[src/common/mont_pkg.sv]
`default_nettype none

package mont_pkg;

    // Operand and internal widths
    localparam int OPERAND_W = 1024;
    // Four guard bits hold 3B, 3M and the signed difference
    localparam int ADDER_W = OPERAND_W + 4;

    // Adder handles one chunk per cycle
    localparam int CHUNK_W = 257;
    localparam int ADDER_CHUNKS = ADDER_W / CHUNK_W;
    localparam int CHUNK_IDX_W = $clog2(ADDER_CHUNKS);

    // Radix-4 digit loop
    localparam int ITERATIONS = OPERAND_W / 2;
    localparam int ITER_CNT_W = 10;

    typedef enum logic [3:0] {
        IDLE,
        PRE_3B,
        WAIT_3B,
        PRE_3M,
        WAIT_3M,
        ADD_B,
        WAIT_B,
        ADD_M,
        WAIT_M,
        SUB_M,
        WAIT_SUB,
        DONE
    } mont_state_e;

    typedef enum logic [2:0] {
        SEL_B_PLUS_2B,
        SEL_M_PLUS_2M,
        SEL_C_PLUS_DIGIT_B,
        SEL_C_PLUS_Q_M,
        SEL_C_MINUS_M
    } operand_sel_e;

    typedef struct packed {
        logic         load_inputs;
        operand_sel_e op_sel;
        logic         load_b3;
        logic         load_m3;
        logic         load_c;
        logic         shift_c;
        logic         shift_a;
        logic         reduce;
    } mont_ctrl_t;

    typedef struct packed {
        logic [ADDER_W-1:0] a;
        logic [ADDER_W-1:0] b;
        logic               subtract;
    } adder_req_t;

endpackage

`default_nettype wire

[src/montgomery/mont_ctrl.sv]
`default_nettype none

module mont_ctrl (
    input  wire                  clk,
    input  wire                  resetn,
    input  wire                  start,
    input  wire                  adder_done,
    output mont_pkg::mont_ctrl_t ctrl,
    output logic                 adder_start,
    output logic                 done
);

    mont_pkg::mont_state_e           state;
    mont_pkg::mont_state_e           next_state;
    logic [mont_pkg::ITER_CNT_W-1:0] iter_cnt;
    logic                            last_iter;

    assign last_iter = (iter_cnt == (mont_pkg::ITERATIONS - 1));

    always_comb begin
        next_state = state;
        case (state)
            mont_pkg::IDLE: begin
                if (start) begin
                    next_state = mont_pkg::PRE_3B;
                end
            end
            mont_pkg::PRE_3B:   next_state = mont_pkg::WAIT_3B;
            mont_pkg::WAIT_3B: begin
                if (adder_done) begin
                    next_state = mont_pkg::PRE_3M;
                end
            end
            mont_pkg::PRE_3M:   next_state = mont_pkg::WAIT_3M;
            mont_pkg::WAIT_3M: begin
                if (adder_done) begin
                    next_state = mont_pkg::ADD_B;
                end
            end
            mont_pkg::ADD_B:    next_state = mont_pkg::WAIT_B;
            mont_pkg::WAIT_B: begin
                if (adder_done) begin
                    next_state = mont_pkg::ADD_M;
                end
            end
            mont_pkg::ADD_M:    next_state = mont_pkg::WAIT_M;
            mont_pkg::WAIT_M: begin
                if (adder_done) begin
                    next_state = last_iter ? mont_pkg::SUB_M : mont_pkg::ADD_B;
                end
            end
            mont_pkg::SUB_M:    next_state = mont_pkg::WAIT_SUB;
            mont_pkg::WAIT_SUB: begin
                if (adder_done) begin
                    next_state = mont_pkg::DONE;
                end
            end
            default:            next_state = mont_pkg::IDLE;
        endcase
    end

    // Datapath loads land on the adder done cycle
    always_comb begin
        ctrl = '0;
        ctrl.op_sel = mont_pkg::SEL_B_PLUS_2B;
        case (state)
            mont_pkg::IDLE: ctrl.load_inputs = start;
            mont_pkg::WAIT_3B: ctrl.load_b3 = adder_done;
            mont_pkg::PRE_3M, mont_pkg::WAIT_3M: begin
                ctrl.op_sel  = mont_pkg::SEL_M_PLUS_2M;
                ctrl.load_m3 = (state == mont_pkg::WAIT_3M) && adder_done;
            end
            mont_pkg::ADD_B, mont_pkg::WAIT_B: begin
                ctrl.op_sel = mont_pkg::SEL_C_PLUS_DIGIT_B;
                ctrl.load_c = (state == mont_pkg::WAIT_B) && adder_done;
            end
            mont_pkg::ADD_M, mont_pkg::WAIT_M: begin
                ctrl.op_sel  = mont_pkg::SEL_C_PLUS_Q_M;
                ctrl.shift_c = (state == mont_pkg::WAIT_M) && adder_done;
                ctrl.shift_a = (state == mont_pkg::WAIT_M) && adder_done;
            end
            mont_pkg::SUB_M, mont_pkg::WAIT_SUB: begin
                ctrl.op_sel = mont_pkg::SEL_C_MINUS_M;
                ctrl.reduce = (state == mont_pkg::WAIT_SUB) && adder_done;
            end
            default: ctrl.op_sel = mont_pkg::SEL_B_PLUS_2B;
        endcase
    end

    always_ff @(posedge clk) begin
        if (!resetn) begin
            state       <= mont_pkg::IDLE;
            iter_cnt    <= '0;
            adder_start <= 1'b0;
            done        <= 1'b0;
        end else begin
            state       <= next_state;
            adder_start <= next_state inside {mont_pkg::PRE_3B, mont_pkg::PRE_3M,
                                              mont_pkg::ADD_B, mont_pkg::ADD_M,
                                              mont_pkg::SUB_M};
            done        <= (next_state == mont_pkg::DONE);
            if (state == mont_pkg::IDLE) begin
                iter_cnt <= '0;
            end else if (state == mont_pkg::WAIT_M && adder_done) begin
                iter_cnt <= iter_cnt + 1'b1;
            end
        end
    end

    // A wait state holds start low until the adder reports done
    a_start_not_in_wait: assert property (@(posedge clk) disable iff (!resetn)
        (state inside {mont_pkg::WAIT_3B, mont_pkg::WAIT_3M,
                       mont_pkg::WAIT_B, mont_pkg::WAIT_M,
                       mont_pkg::WAIT_SUB}) && !adder_done |=> !adder_start);

    a_done_only_in_done: assert property (@(posedge clk) disable iff (!resetn)
        done |-> state == mont_pkg::DONE
                 && $past(state == mont_pkg::WAIT_SUB && adder_done));

endmodule

`default_nettype wire

[config.mk]
export PLATFORM = sky130hd
export DESIGN_NAME = mont_ctrl
export DESIGN_NICKNAME = d
export VERILOG_FILES = /design/src/common/mont_pkg.sv /design/src/montgomery/mont_ctrl.sv
export SDC_FILE = /design/constraint.sdc
export NUM_CORES = 1
export LEC_CHECK = 0
export BUFFER_PORTS_ARGS = -buffer_cell sky130_fd_sc_hd__clkbuf_2
export CELL_PAD_IN_SITES_DETAIL_PLACEMENT = 0
export CELL_PAD_IN_SITES_GLOBAL_PLACEMENT = 1
export CORE_MARGIN = 4
export CORE_UTILIZATION = 42
export DETAILED_ROUTE_END_ITERATION = 10
export PLACE_DENSITY = 0.92
export SLEW_MARGIN = 10
export SYNTH_ARGS = -nofsm -noshare
export SYNTH_HDL_FRONTEND = slang
export SYNTH_SLANG_ARGS = --single-unit
[constraint.sdc]
create_clock -name clk -period 3.3 [get_ports clk]
set_clock_uncertainty 0.05 [all_clocks]
set_input_delay 0.165 -clock clk [delete_from_list [all_inputs] [get_ports clk]]
set_output_delay 0.165 -clock clk [all_outputs]
set_load 0.03 [all_outputs]
* Word-level counts from Yosys, hierarchy flattened *
Index checks and enable logic that the tools add are counted.

cells by class
  mux-type cells = 15
  order comparisons = 0
  equal/unequal tests = 17
  multiply operators = 0
  bitwise logic cells = 1
  reduce and logical (&&, ||, !) cells = 11
  div/mod/pow operators = 0
  add/sub/neg operators = 1
  shift-type cells = 0

operators by type and width
  operator                 number
  $pmux W4 S11             1
  $mux W4                  7
  $eq A4 B3 Y1 const B     6
  $eq A4 B4 Y1 const B     5
  $eq A4 B2 Y1 const B     3
  $pmux W3 S4              1
  $add A10 B1 Y10 const B  1
  $eq A10 B9 Y1 const B    1
  $reduce_or A2 Y1         5
  $eq A4 B1 Y1 const B     2
  $mux W1                  5
  $reduce_bool A5 Y1       1
  $logic_and A1 B1 Y1      4
  $logic_not A4 Y1         1
  $mux W2                  1
  $not A1 Y1               1

storage, ports and cells
  output and inout port bits = 12
  latch bits = 0
  register bits after elaboration = 16
  RAM bits = 0
  input bits = 4
  memory bits (read-only) = 0
  memories = 0

* Depth between registers and ports, before layout *
Gate-level depths: netlist of run 1.

  depth after elaboration = 6
  gate-level depth with buffers = 5

* Least setup slack after synthesis of run 1 *
Ideal clock, no wire load.

  path type = register to output
  start point = register state[1]
  end point = output port ctrl[5] (netlist bit)
  slack = 1,471 ps
  arrival time = 1,614 ps
  cell stages (with the launch flop) = 4
  path buffers = 1
  required time = 3,085 ps
  cells stage by stage = dfxtp_1 buf_2 or3b_1 nor3_1

RTL lines
  element                 line             source
  from (decl)             mont_ctrl.sv:13  mont_pkg::mont_state_e state;
  from (signal assigned)  mont_ctrl.sv:92  state <= mont_pkg::IDLE;
  from (signal assigned)  mont_ctrl.sv:97  state <= next_state;
  to (decl)               mont_ctrl.sv:8   output mont_pkg::mont_ctrl_t ctrl,

==> run summary, run 1 <==
The flow ran to the end, and the final reports show no timing, DRC or antenna violations. The proportion of layout cells with a drive suffix above 1 is 16.5%. The areal power density over the cells came out at 505 mW/mm². The final-stage net count came out at 133. In this run, CTS created clock tree buffers numbering 3. In this run the count of I/O pins placed on the die edge is 16. The residual antenna-violating net count after detailed routing is 0. The clock drives 16 sinks. Before CTS, the worst setup slack after placement is around 1.5 ns. The arrival time of the worst setup path came out at 1.77 ns. The top cell types in the final layout, fill and taps aside, are nor2_1 (16), dfxtp_1 (16), clkbuf_2 (15), nand2_1 (12), xnor2_1 (7).

At the pin with the least slew margin, the transition time is 0.497 ns. At the worst endpoint, the required time is 3.08 ns. The cts-stage hold buffer count is 0. The mean cell area of the mapped netlist is 7.83 µm².

The post-CTS setup-driven buffer insertion count came out at 0. The count of warnings emitted by yosys is 0. The fraction of synthesized cell area taken by the top area cell type came out at 35.6%. The initial core utilization is 45.0%. For this run, the register share of the synthesized area comes to 35.6%. The internal power summed over all cells came out at 0.000327 W. The clock edge transition at the registers on the reported setup and hold paths came out at approximately 0.10 ns. Routability-driven placement finished with a final weighted congestion of 0.821.

Setup violations remaining at the end of the flow were counted as 0. On the worst path, the slowest cell contributes a delay of approximately 0.53 ns. The critical path is of the reg -> out type. The max-slew violation count is 0. The startpoint type of the worst setup path is a register.

The buffer type at the clock tree root is clkbuf_4. The timing-limited maximum frequency is 505 MHz. In this run the worst setup path terminates at ctrl[2]. The number of global-route vias before repair is between 700 and 800. The final cell count without fillers came out at 154. In this run the vertical extent of the chip is approximately 54 µm. The biggest fanout along the worst timing path came out at 15.

The instance count after placement with tap cells included came out at 150. The worst register-to-register path ends at iter_cnt[6]. The post-route clock period utilization is 60.0%. The final sum of negative setup slack is 0 ns. Net switching is 35.9% of the power. The number of inserted diodes came out at 0. In the final routed layout, each cell accounts on average for 12.2 µm.

For this block, the initial DRC count from the detailed router was 20. The global-route wire length before repair is 3.42 mm. The number of fill cells in the layout is between 200 and 250. The sequential cell fraction of total power is 46.4%. Summing every instance area after synthesis gives 901 µm².

The post-layout total power is 0.000510 W. The clock insertion delay at the later pin of the skew report is 0.29 ns. The combinational group share of total power came out at 27.3%. In this run the tightest slew margin relative to its limit is 66.8%. The number of placement rows came out at 16. The flip-flop and latch count after synthesis came out at 16.

The total die area came out at 0.00295 mm². Summing over every cut layer, the via total after detailed routing is roughly 830. The number of instances in the synthesized netlist came out at 115.

Port buffering added 15 buffers. The area of the placeable core is between 0.002 and 0.0025 mm². Traced cell by cell, the critical path runs through or3_1 > nor2_1 > clkbuf_2. Among all stages on the critical path, the largest delay is contributed by or3_1. The switching component of the power came out at 0.000183 W. The worst-case IR drop observed on VDD is 0.000281 V. The routed design has 1.88 mm of wire.

The final period demand of the worst path came out at 1.98 ns. TritonCTS built the clock tree. For this run the aggregate overflow at the end of global routing stands at 0.

The min-delay analysis places its worst path in the category in -> reg. The number of iterations in the first detailed-routing pass came out at 4. Once detailed placement completed, the half-perimeter wirelength came to 1.36 mm.

The synthesized netlist net count is 120. STA classifies the critical path endpoint as a primary output. The initial antenna violation count was 0.

Once the clock tree was built, the resizer swapped 0 gates to a different size. Sorting the synthesized cells by area gives the leading types as dfxtp_1 (36%), xnor2_1 (6.8%), nor2_1 (6.7%). The area added between synthesis and finish is 12.1%. For the worst flop-to-flop path, the logic depth is 4. Setup repair after global routing left no endpoint under its margin.

The number of distinct library cells after synthesis came out at 34. CTS built an H-tree with a depth of 1. In this run the critical register-to-register path is launched from state[3]. The hold violation count in the final report is 0.

The maximum number of pins on one net before global-route repair came out at 17. The biggest area contributor in the post-synthesis netlist is dfxtp_1. Global routing used 15.8% of the available tracks. The reported leakage power is 0.370 nW.

The maximum count of clock buffers along a single path is 2. Tracing the worst setup path back leads to its startpoint at state[0]. The worst path meets setup with 1.32 ns of slack.

The overall die width came out at ~54 µm. In the routed layout, each cell is associated on average with a via count of 5.36. The worst setup slack for register-to-register paths came out at 1.50 ns.

The clock network is responsible for 26.4% of the overall power. Max-cap violations in this run came to 0. The count of unresolved DRC violations after routing is 0.
[cells by family (layout without fill, tap and decap cells)]
family / after synthesis / count (layout) / synth area share (%)
AO/OA/AOI/OAI: 21 / 21 / 14.6
XOR/XNOR: 8 / 8 / 7.78
adder cells (fa/ha/maj): 1 / 1 / 1.39
buffers and inverters: 9 / 21 / 4.86
flip-flops: 16 / 16 / 35.6
multiplexers: 1 / 1 / 1.25
AND/OR/NAND/NOR: 59 / 59 / 34.6
[state kept, by name, summed over array words and instances, names as in the netlist]
signal       flops
state            4
adder_start      1
iter_cnt        10
done             1
[power groups by stage]
stage / Clock [W] / Combinational [W] / Sequential, W
after CTS: 0.000138 / 0.000140 / 0.000236
after global placement: 0 / 0.000138 / 0.000240
after detailed placement: 0 / 0.000139 / 0.000240
after global routing: 0.000148 / 0.000154 / 0.000241
final: 0.000134 / 0.000139 / 0.000236
after floorplan: 0 / 0.000129 / 0.000222
[metal layers]
metal	GRT usage, %	share of wire [%]	vias up
met5	0	0	-
met4	6.22	0.69	0
met3	3.27	4.9	2
met2	20.7	40	25
met1	24.3	54	369
li1	-	-	429
[Yosys cell counts, drive strengths merged]
master / instances
nand4b: 2
a211o: 1
or3b: 1
nand4: 1
nor3b: 2
xor2: 1
or3: 3
a211oi: 1
or4bb: 1
nand2b: 5
buf: 6
nand2: 12
o311ai: 1
nand4bb: 1
a21o: 2
nand3: 1
dfxtp: 16
a41oi: 1
nor3: 5
ha: 1
clkbuf: 1
a22oi: 1
o22ai: 1
xnor2: 7
nor4: 5
and3: 1
o21ai: 7
a21oi: 6
nor2: 16
mux2: 1
nor2b: 3
inv: 2
[metrics by stage]
step / util (%) / hold slack [ns] / cell area [µm²]
CTS: 50.4 / 0.126 / 1010
global route: 50.4 / 0.125 / 1010
floorplan: - / 0.261 / 901
global placement: 48.6 / 0.436 / 973
finish: 50.4 / 0.123 / 1010
detailed placement: 48.6 / 0.435 / 973
[worst min path at each step]
stage	start	end	slack, ns	cells past startpoint
4_1_cts	resetn	state[0]	0.13	3
2_1_floorplan	resetn	state[2]	0.26	1
3_3_place_gp	resetn	state[2]	0.44	2
6_report	resetn	state[2]	0.12	2
3_5_place_dp	resetn	state[2]	0.44	2
5_1_grt	resetn	state[2]	0.13	2
[critical path: cells and delay by family, from the launching register on]
| family | cells | cell delay, ns |
|---|---|---|
| simple gates | 2 | 0.77 |
| flops | 1 | 0.46 |
| buf+inv | 1 | 0.25 |
[area by class of cell]
cell class	instances	area [µm²]	share of cell area, %
timing repair buffer	15	75.1	7.43
tap	27	33.8	3.35
clock buffer	4	36.3	3.59
multi-input combinational	90	537	53.2
sequential	16	320	31.7
inverter	2	7.51	0.743
No activity file was read; power rests on OpenSTA's default activity.
==> inputs of run 2 (changes only) <==
--- a/config.mk
+++ b/config.mk
@@ -5,13 +5,14 @@
 export SDC_FILE = /design/constraint.sdc
 export NUM_CORES = 1
 export LEC_CHECK = 0
+export ABC_AREA = 1
 export BUFFER_PORTS_ARGS = -buffer_cell sky130_fd_sc_hd__clkbuf_2
 export CELL_PAD_IN_SITES_DETAIL_PLACEMENT = 0
 export CELL_PAD_IN_SITES_GLOBAL_PLACEMENT = 1
 export CORE_MARGIN = 4
-export CORE_UTILIZATION = 42
+export CORE_UTILIZATION = 33
 export DETAILED_ROUTE_END_ITERATION = 10
-export PLACE_DENSITY = 0.92
+export PLACE_DENSITY = 0.83
 export SLEW_MARGIN = 10
 export SYNTH_ARGS = -nofsm -noshare
 export SYNTH_HDL_FRONTEND = slang
==> constraint.sdc (replaced) <==
create_clock -name clk -period 1.75 [get_ports clk]
set_clock_uncertainty 0.05 [all_clocks]
set_input_delay 0.0875 -clock clk [delete_from_list [all_inputs] [get_ports clk]]
set_output_delay 0.0875 -clock clk [all_outputs]
set_load 0.03 [all_outputs]
==> run 2 against run 1 <==
Against the previous run:
- via count up 12%
- area after synthesis increased by 2.8%
- sequential share of layout area down 2.3 points
- worst hold slack improved by 0.069 ns
- design area up 7.7%
- clock power increased by 84%
- critical endpoint unchanged
- largest cell class unchanged
- highest routed layer unchanged
==> run summary, run 2 <==
The residual antenna-violating net count after detailed routing is 0 (unchanged). The CTS buffer count is 3 (unchanged). The global-route total usage across every layer came out at 12.3% (was 15.8%). The maximum count of clock buffers along a single path came to 2 (unchanged). The most instantiated flip-flop cell in the synthesis netlist is dfxtp_1 (unchanged). The areal power density over the cells is 684 mW/mm² (was 505 mW/mm²).

The number of enable flip-flop cells after synthesis came to 0 (unchanged). The flip-flop count of the largest register after layout came out at 10 (unchanged). The instance count after placement with tap cells included is 193 (was 150). The final period demand of the worst path came out at 1.61 ns. The average via count per standard cell is 4.68 (was 5.36). The share of flip-flops with an asynchronous set or reset after synthesis came out at 0% (unchanged).

The number of inserted diodes was 0 (unchanged). The setup slack at placement was 0.431 ns (was 1.52 ns). Result of the run: completed (unchanged).

The area added between synthesis and finish came out at 17.4% (was 12.1%). Yosys instantiated no cell more often than nand2_1. The boundary pin count is 16 (unchanged). The most flop-heavy register is iter_cnt (unchanged). The count of warnings emitted by yosys is 0 (unchanged). The final RePlAce weighted congestion is 0.842 (was 0.821). The synthesized netlist net count is 153 (was 120). The area after detailed placement came to 0.00104 mm² (was 973 µm²). The average wire per cell in the routed design is 10.2 µm (was 12.2 µm). The reported leakage power came to 0.556 nW (was 0.370 nW). The synthesized cell area came out at 926 µm² (was 901 µm²).

The mean cell area of the mapped netlist is 6.26 µm² (was 7.83 µm²). The setup violation total in the final timing report is 0 (unchanged). The post-route clock period utilization came out at 92.0%. The die height is 61.0 µm (was 54.3 µm). The proportion of layout cells with a drive suffix above 1 came out at 17.3% (was 16.5%). The hold violation count in the final report came out at 0 (unchanged).

The overall die width is 61.0 µm (was 54.3 µm). The count of input and output buffers is 15 (unchanged). The remaining global-route overflow is 0 (unchanged). The buffer type at the clock tree root is clkbuf_4 (unchanged). The fraction of synthesized cell area taken by the top area cell type is 34.6% (was 35.6%). Registers with the most flip-flops: iter_cnt: 10 flops, state: 4 flops (unchanged). The number of placement rows came out at 18 (was 16). The pin slew with the least headroom to its limit came out at 0.279 ns (was 0.497 ns). The proportion of synthesized chip area in sequential cells is 34.6% (was 35.6%).

The worst setup slack for register-to-register paths is 0.40 ns (was 1.50 ns). The final sum of negative setup slack is 0 ns (unchanged). The category of the critical setup timing path was reg -> out (unchanged). The total of max-cap violations came out at 0 (unchanged). The total die area came out at 0.00372 mm² (was 0.00295 mm²). The most area-hungry cell type in the Yosys netlist is dfxtp_1 (unchanged). Most numerous cell types in the synthesized netlist: nand2_1 (50), inv_1 (25), nor2_1 (18) (was dfxtp_1 (16), nor2_1 (16), nand2_1 (12)). The post-layout worst setup margin came to 0.140 ns (was 1.32 ns). The relative slew slack came out at 81.3% (was 66.8%). The worst-case vdd ir drop is 0.000473 V (was 0.000281 V).

The arrival time of the worst setup path is 1.47 ns (was 1.77 ns). The initial core utilization came out at 36.1% (was 45.0%). The worst hold slack is 0.192 ns (was 0.123 ns).

The number of global-route vias before repair came to 817 (was 743). The finished layout cell area came out at 0.00109 mm² (was 0.00101 mm²). Derived from the worst setup path, the maximum achievable clock frequency is ~620 MHz.

The number of iterations in the first detailed-routing pass is 4 (unchanged). The initial antenna violation count is 0 (unchanged). The count of H-tree levels built during CTS is 1 (unchanged). The count of unresolved DRC violations after routing came to 0 (unchanged). The number of cells traversed by the worst register-to-register path came out at 6 (was 4).

The kind of end point of the critical path is a primary output (unchanged). The number of instances in the synthesized netlist was 148 (was 115). The path category of the worst min-delay check is in -> reg (unchanged). The clock sink count is 16 (unchanged). The launching point of the worst reg2reg path is state[3] (unchanged). The flip-flop and latch count after synthesis is 16 (unchanged). The post-CTS setup-driven buffer insertion count is 0 (unchanged). The biggest fanout along the worst timing path came out at 10 (was 15).

The area of the placeable core came to 0.00257 mm² (was 0.00200 mm²). The startpoint type of the worst setup path was a register (unchanged). Leaving out fill and tap cells, the most frequent cell in the layout is nand2_1. The capture endpoint of the worst hold path is iter_cnt[0] (was state[2]). The worst hold path depth is 3 (was 2). The final wirelength was 2.03 mm (was 1.88 mm). The clock insertion delay at the later pin of the skew report came to 0.28 ns (was 0.29 ns). Unrepaired setup endpoints after global routing: false (unchanged). Leading post-synthesis cells by cell area: dfxtp_1 (35%), nand2_1 (20%), inv_1 (10%) (was dfxtp_1 (36%), xnor2_1 (6.8%), nor2_1 (6.7%)). The max-slew violation count came out at 0 (unchanged). The TritonCTS clock tree was yes (unchanged). The clock edge transition at the registers on the reported setup and hold paths came out at 0.09 ns (was 0.10 ns). The endpoint of the most critical register-to-register path is iter_cnt[2] (was iter_cnt[6]).

The placed wire-length estimate after detailed placement came to 1.61 mm (was 1.36 mm). The final-stage net count was 174 (was 133). The worst hold path startpoint is adder_done (was resetn). The number of distinct library cells after synthesis was 22 (was 34). The DRC violation total after the first TritonRoute iteration is 26 (was 20). The global-route wire length before repair is 3.42 mm (unchanged). The maximum number of pins on one net before global-route repair came out at 11 (was 17). The required time at the endpoint of the critical path came out at 1.61 ns (was 3.08 ns). The final cell count without fillers is 198 (was 154). Highest-count cells in the layout ignoring fill and taps: nand2_1 (50), inv_1 (25), nor2_1 (17), dfxtp_1 (16), clkbuf_2 (15) (was nor2_1 (16), dfxtp_1 (16), clkbuf_2 (15), nand2_1 (12), xnor2_1 (7)). The count of vias placed by the detailed router came to 926 (was 825).
## run 2: cell types whose count changed after synthesis, moves of 5 or more
cell and change:
nand3_1 +5, nand2b_1 -5, nor4_1 -5, nand2_1 +38, inv_1 +23, xnor2_1 -6, buf_2 -5
## run 2: timing repair
| item | CTS | global route |
|---|---|---|
| setup endpoints to repair | 0 | 1 |
| hold buffers | 1 | 0 |
| hold endpoints to repair | 1 | 0 |
| resized for setup | 0 | 1 |
## run 2: per-layer routing
metal	track usage, %	share of wire, %
met1	15.6	46
met2	20.6	49
met3	3.83	4.2
met4	2.79	0.64
met5	0	0
## run 2: worst max path at each step
stage                      from          end  slack [ns]  cells after the start
finish                 state[3]      ctrl[2]        0.14                      5
global placement    iter_cnt[0]  iter_cnt[8]        0.43                      7
CTS                    state[2]      ctrl[6]        0.09                      7
detailed placement     state[0]  iter_cnt[2]        0.43                      5
floorplan              state[3]  iter_cnt[2]        0.48                      6
global route           state[3]      ctrl[2]       0.002                      5
## run 2: area by class of cell
| class | count | area (µm²) |
|---|---|---|
| Fill cell | 290 | 1480 |
| Multi-Input combinational cell | 104 | 498 |
| Sequential cell | 16 | 320 |
| Inverter | 27 | 103 |
| Timing Repair Buffer | 17 | 92.6 |
| Tap cell | 30 | 37.5 |
| Clock buffer | 4 | 36.3 |
## run 2: worst max-delay path, cell delays in order, from the launching register on
cell      delay [ns]
dfxtp_1         0.41
inv_2           0.08
nor2_4          0.16
nand3_4         0.17
clkinv_2        0.15
clkbuf_2        0.22
## run 2: where the power goes
group | leakage, nW | internal, W | switching (W)
registers | 0.129 | 0.000373 | 0.00000898
clock network | 0.0210 | 0.000127 | 0.000119
logic | 0.405 | 0.0000342 | 0.0000819
## run 2: cells by family after synthesis
kind of cell    share of synthesized area, %
flops                                   34.6
xor+xnor                                1.89
fa+ha+maj                               1.35
buf+inv                                 11.9
simple gates                            42.3
compound gates                          7.97
## run 2: stage by stage
step	utilization, %	power [W]
6_report	42.3	0.000744
5_1_grt	42.3	0.000794
4_1_cts	42.3	0.000763
3_5_place_dp	40.4	0.000506
3_3_place_gp	40.4	0.000506
2_1_floorplan	-	0.000469
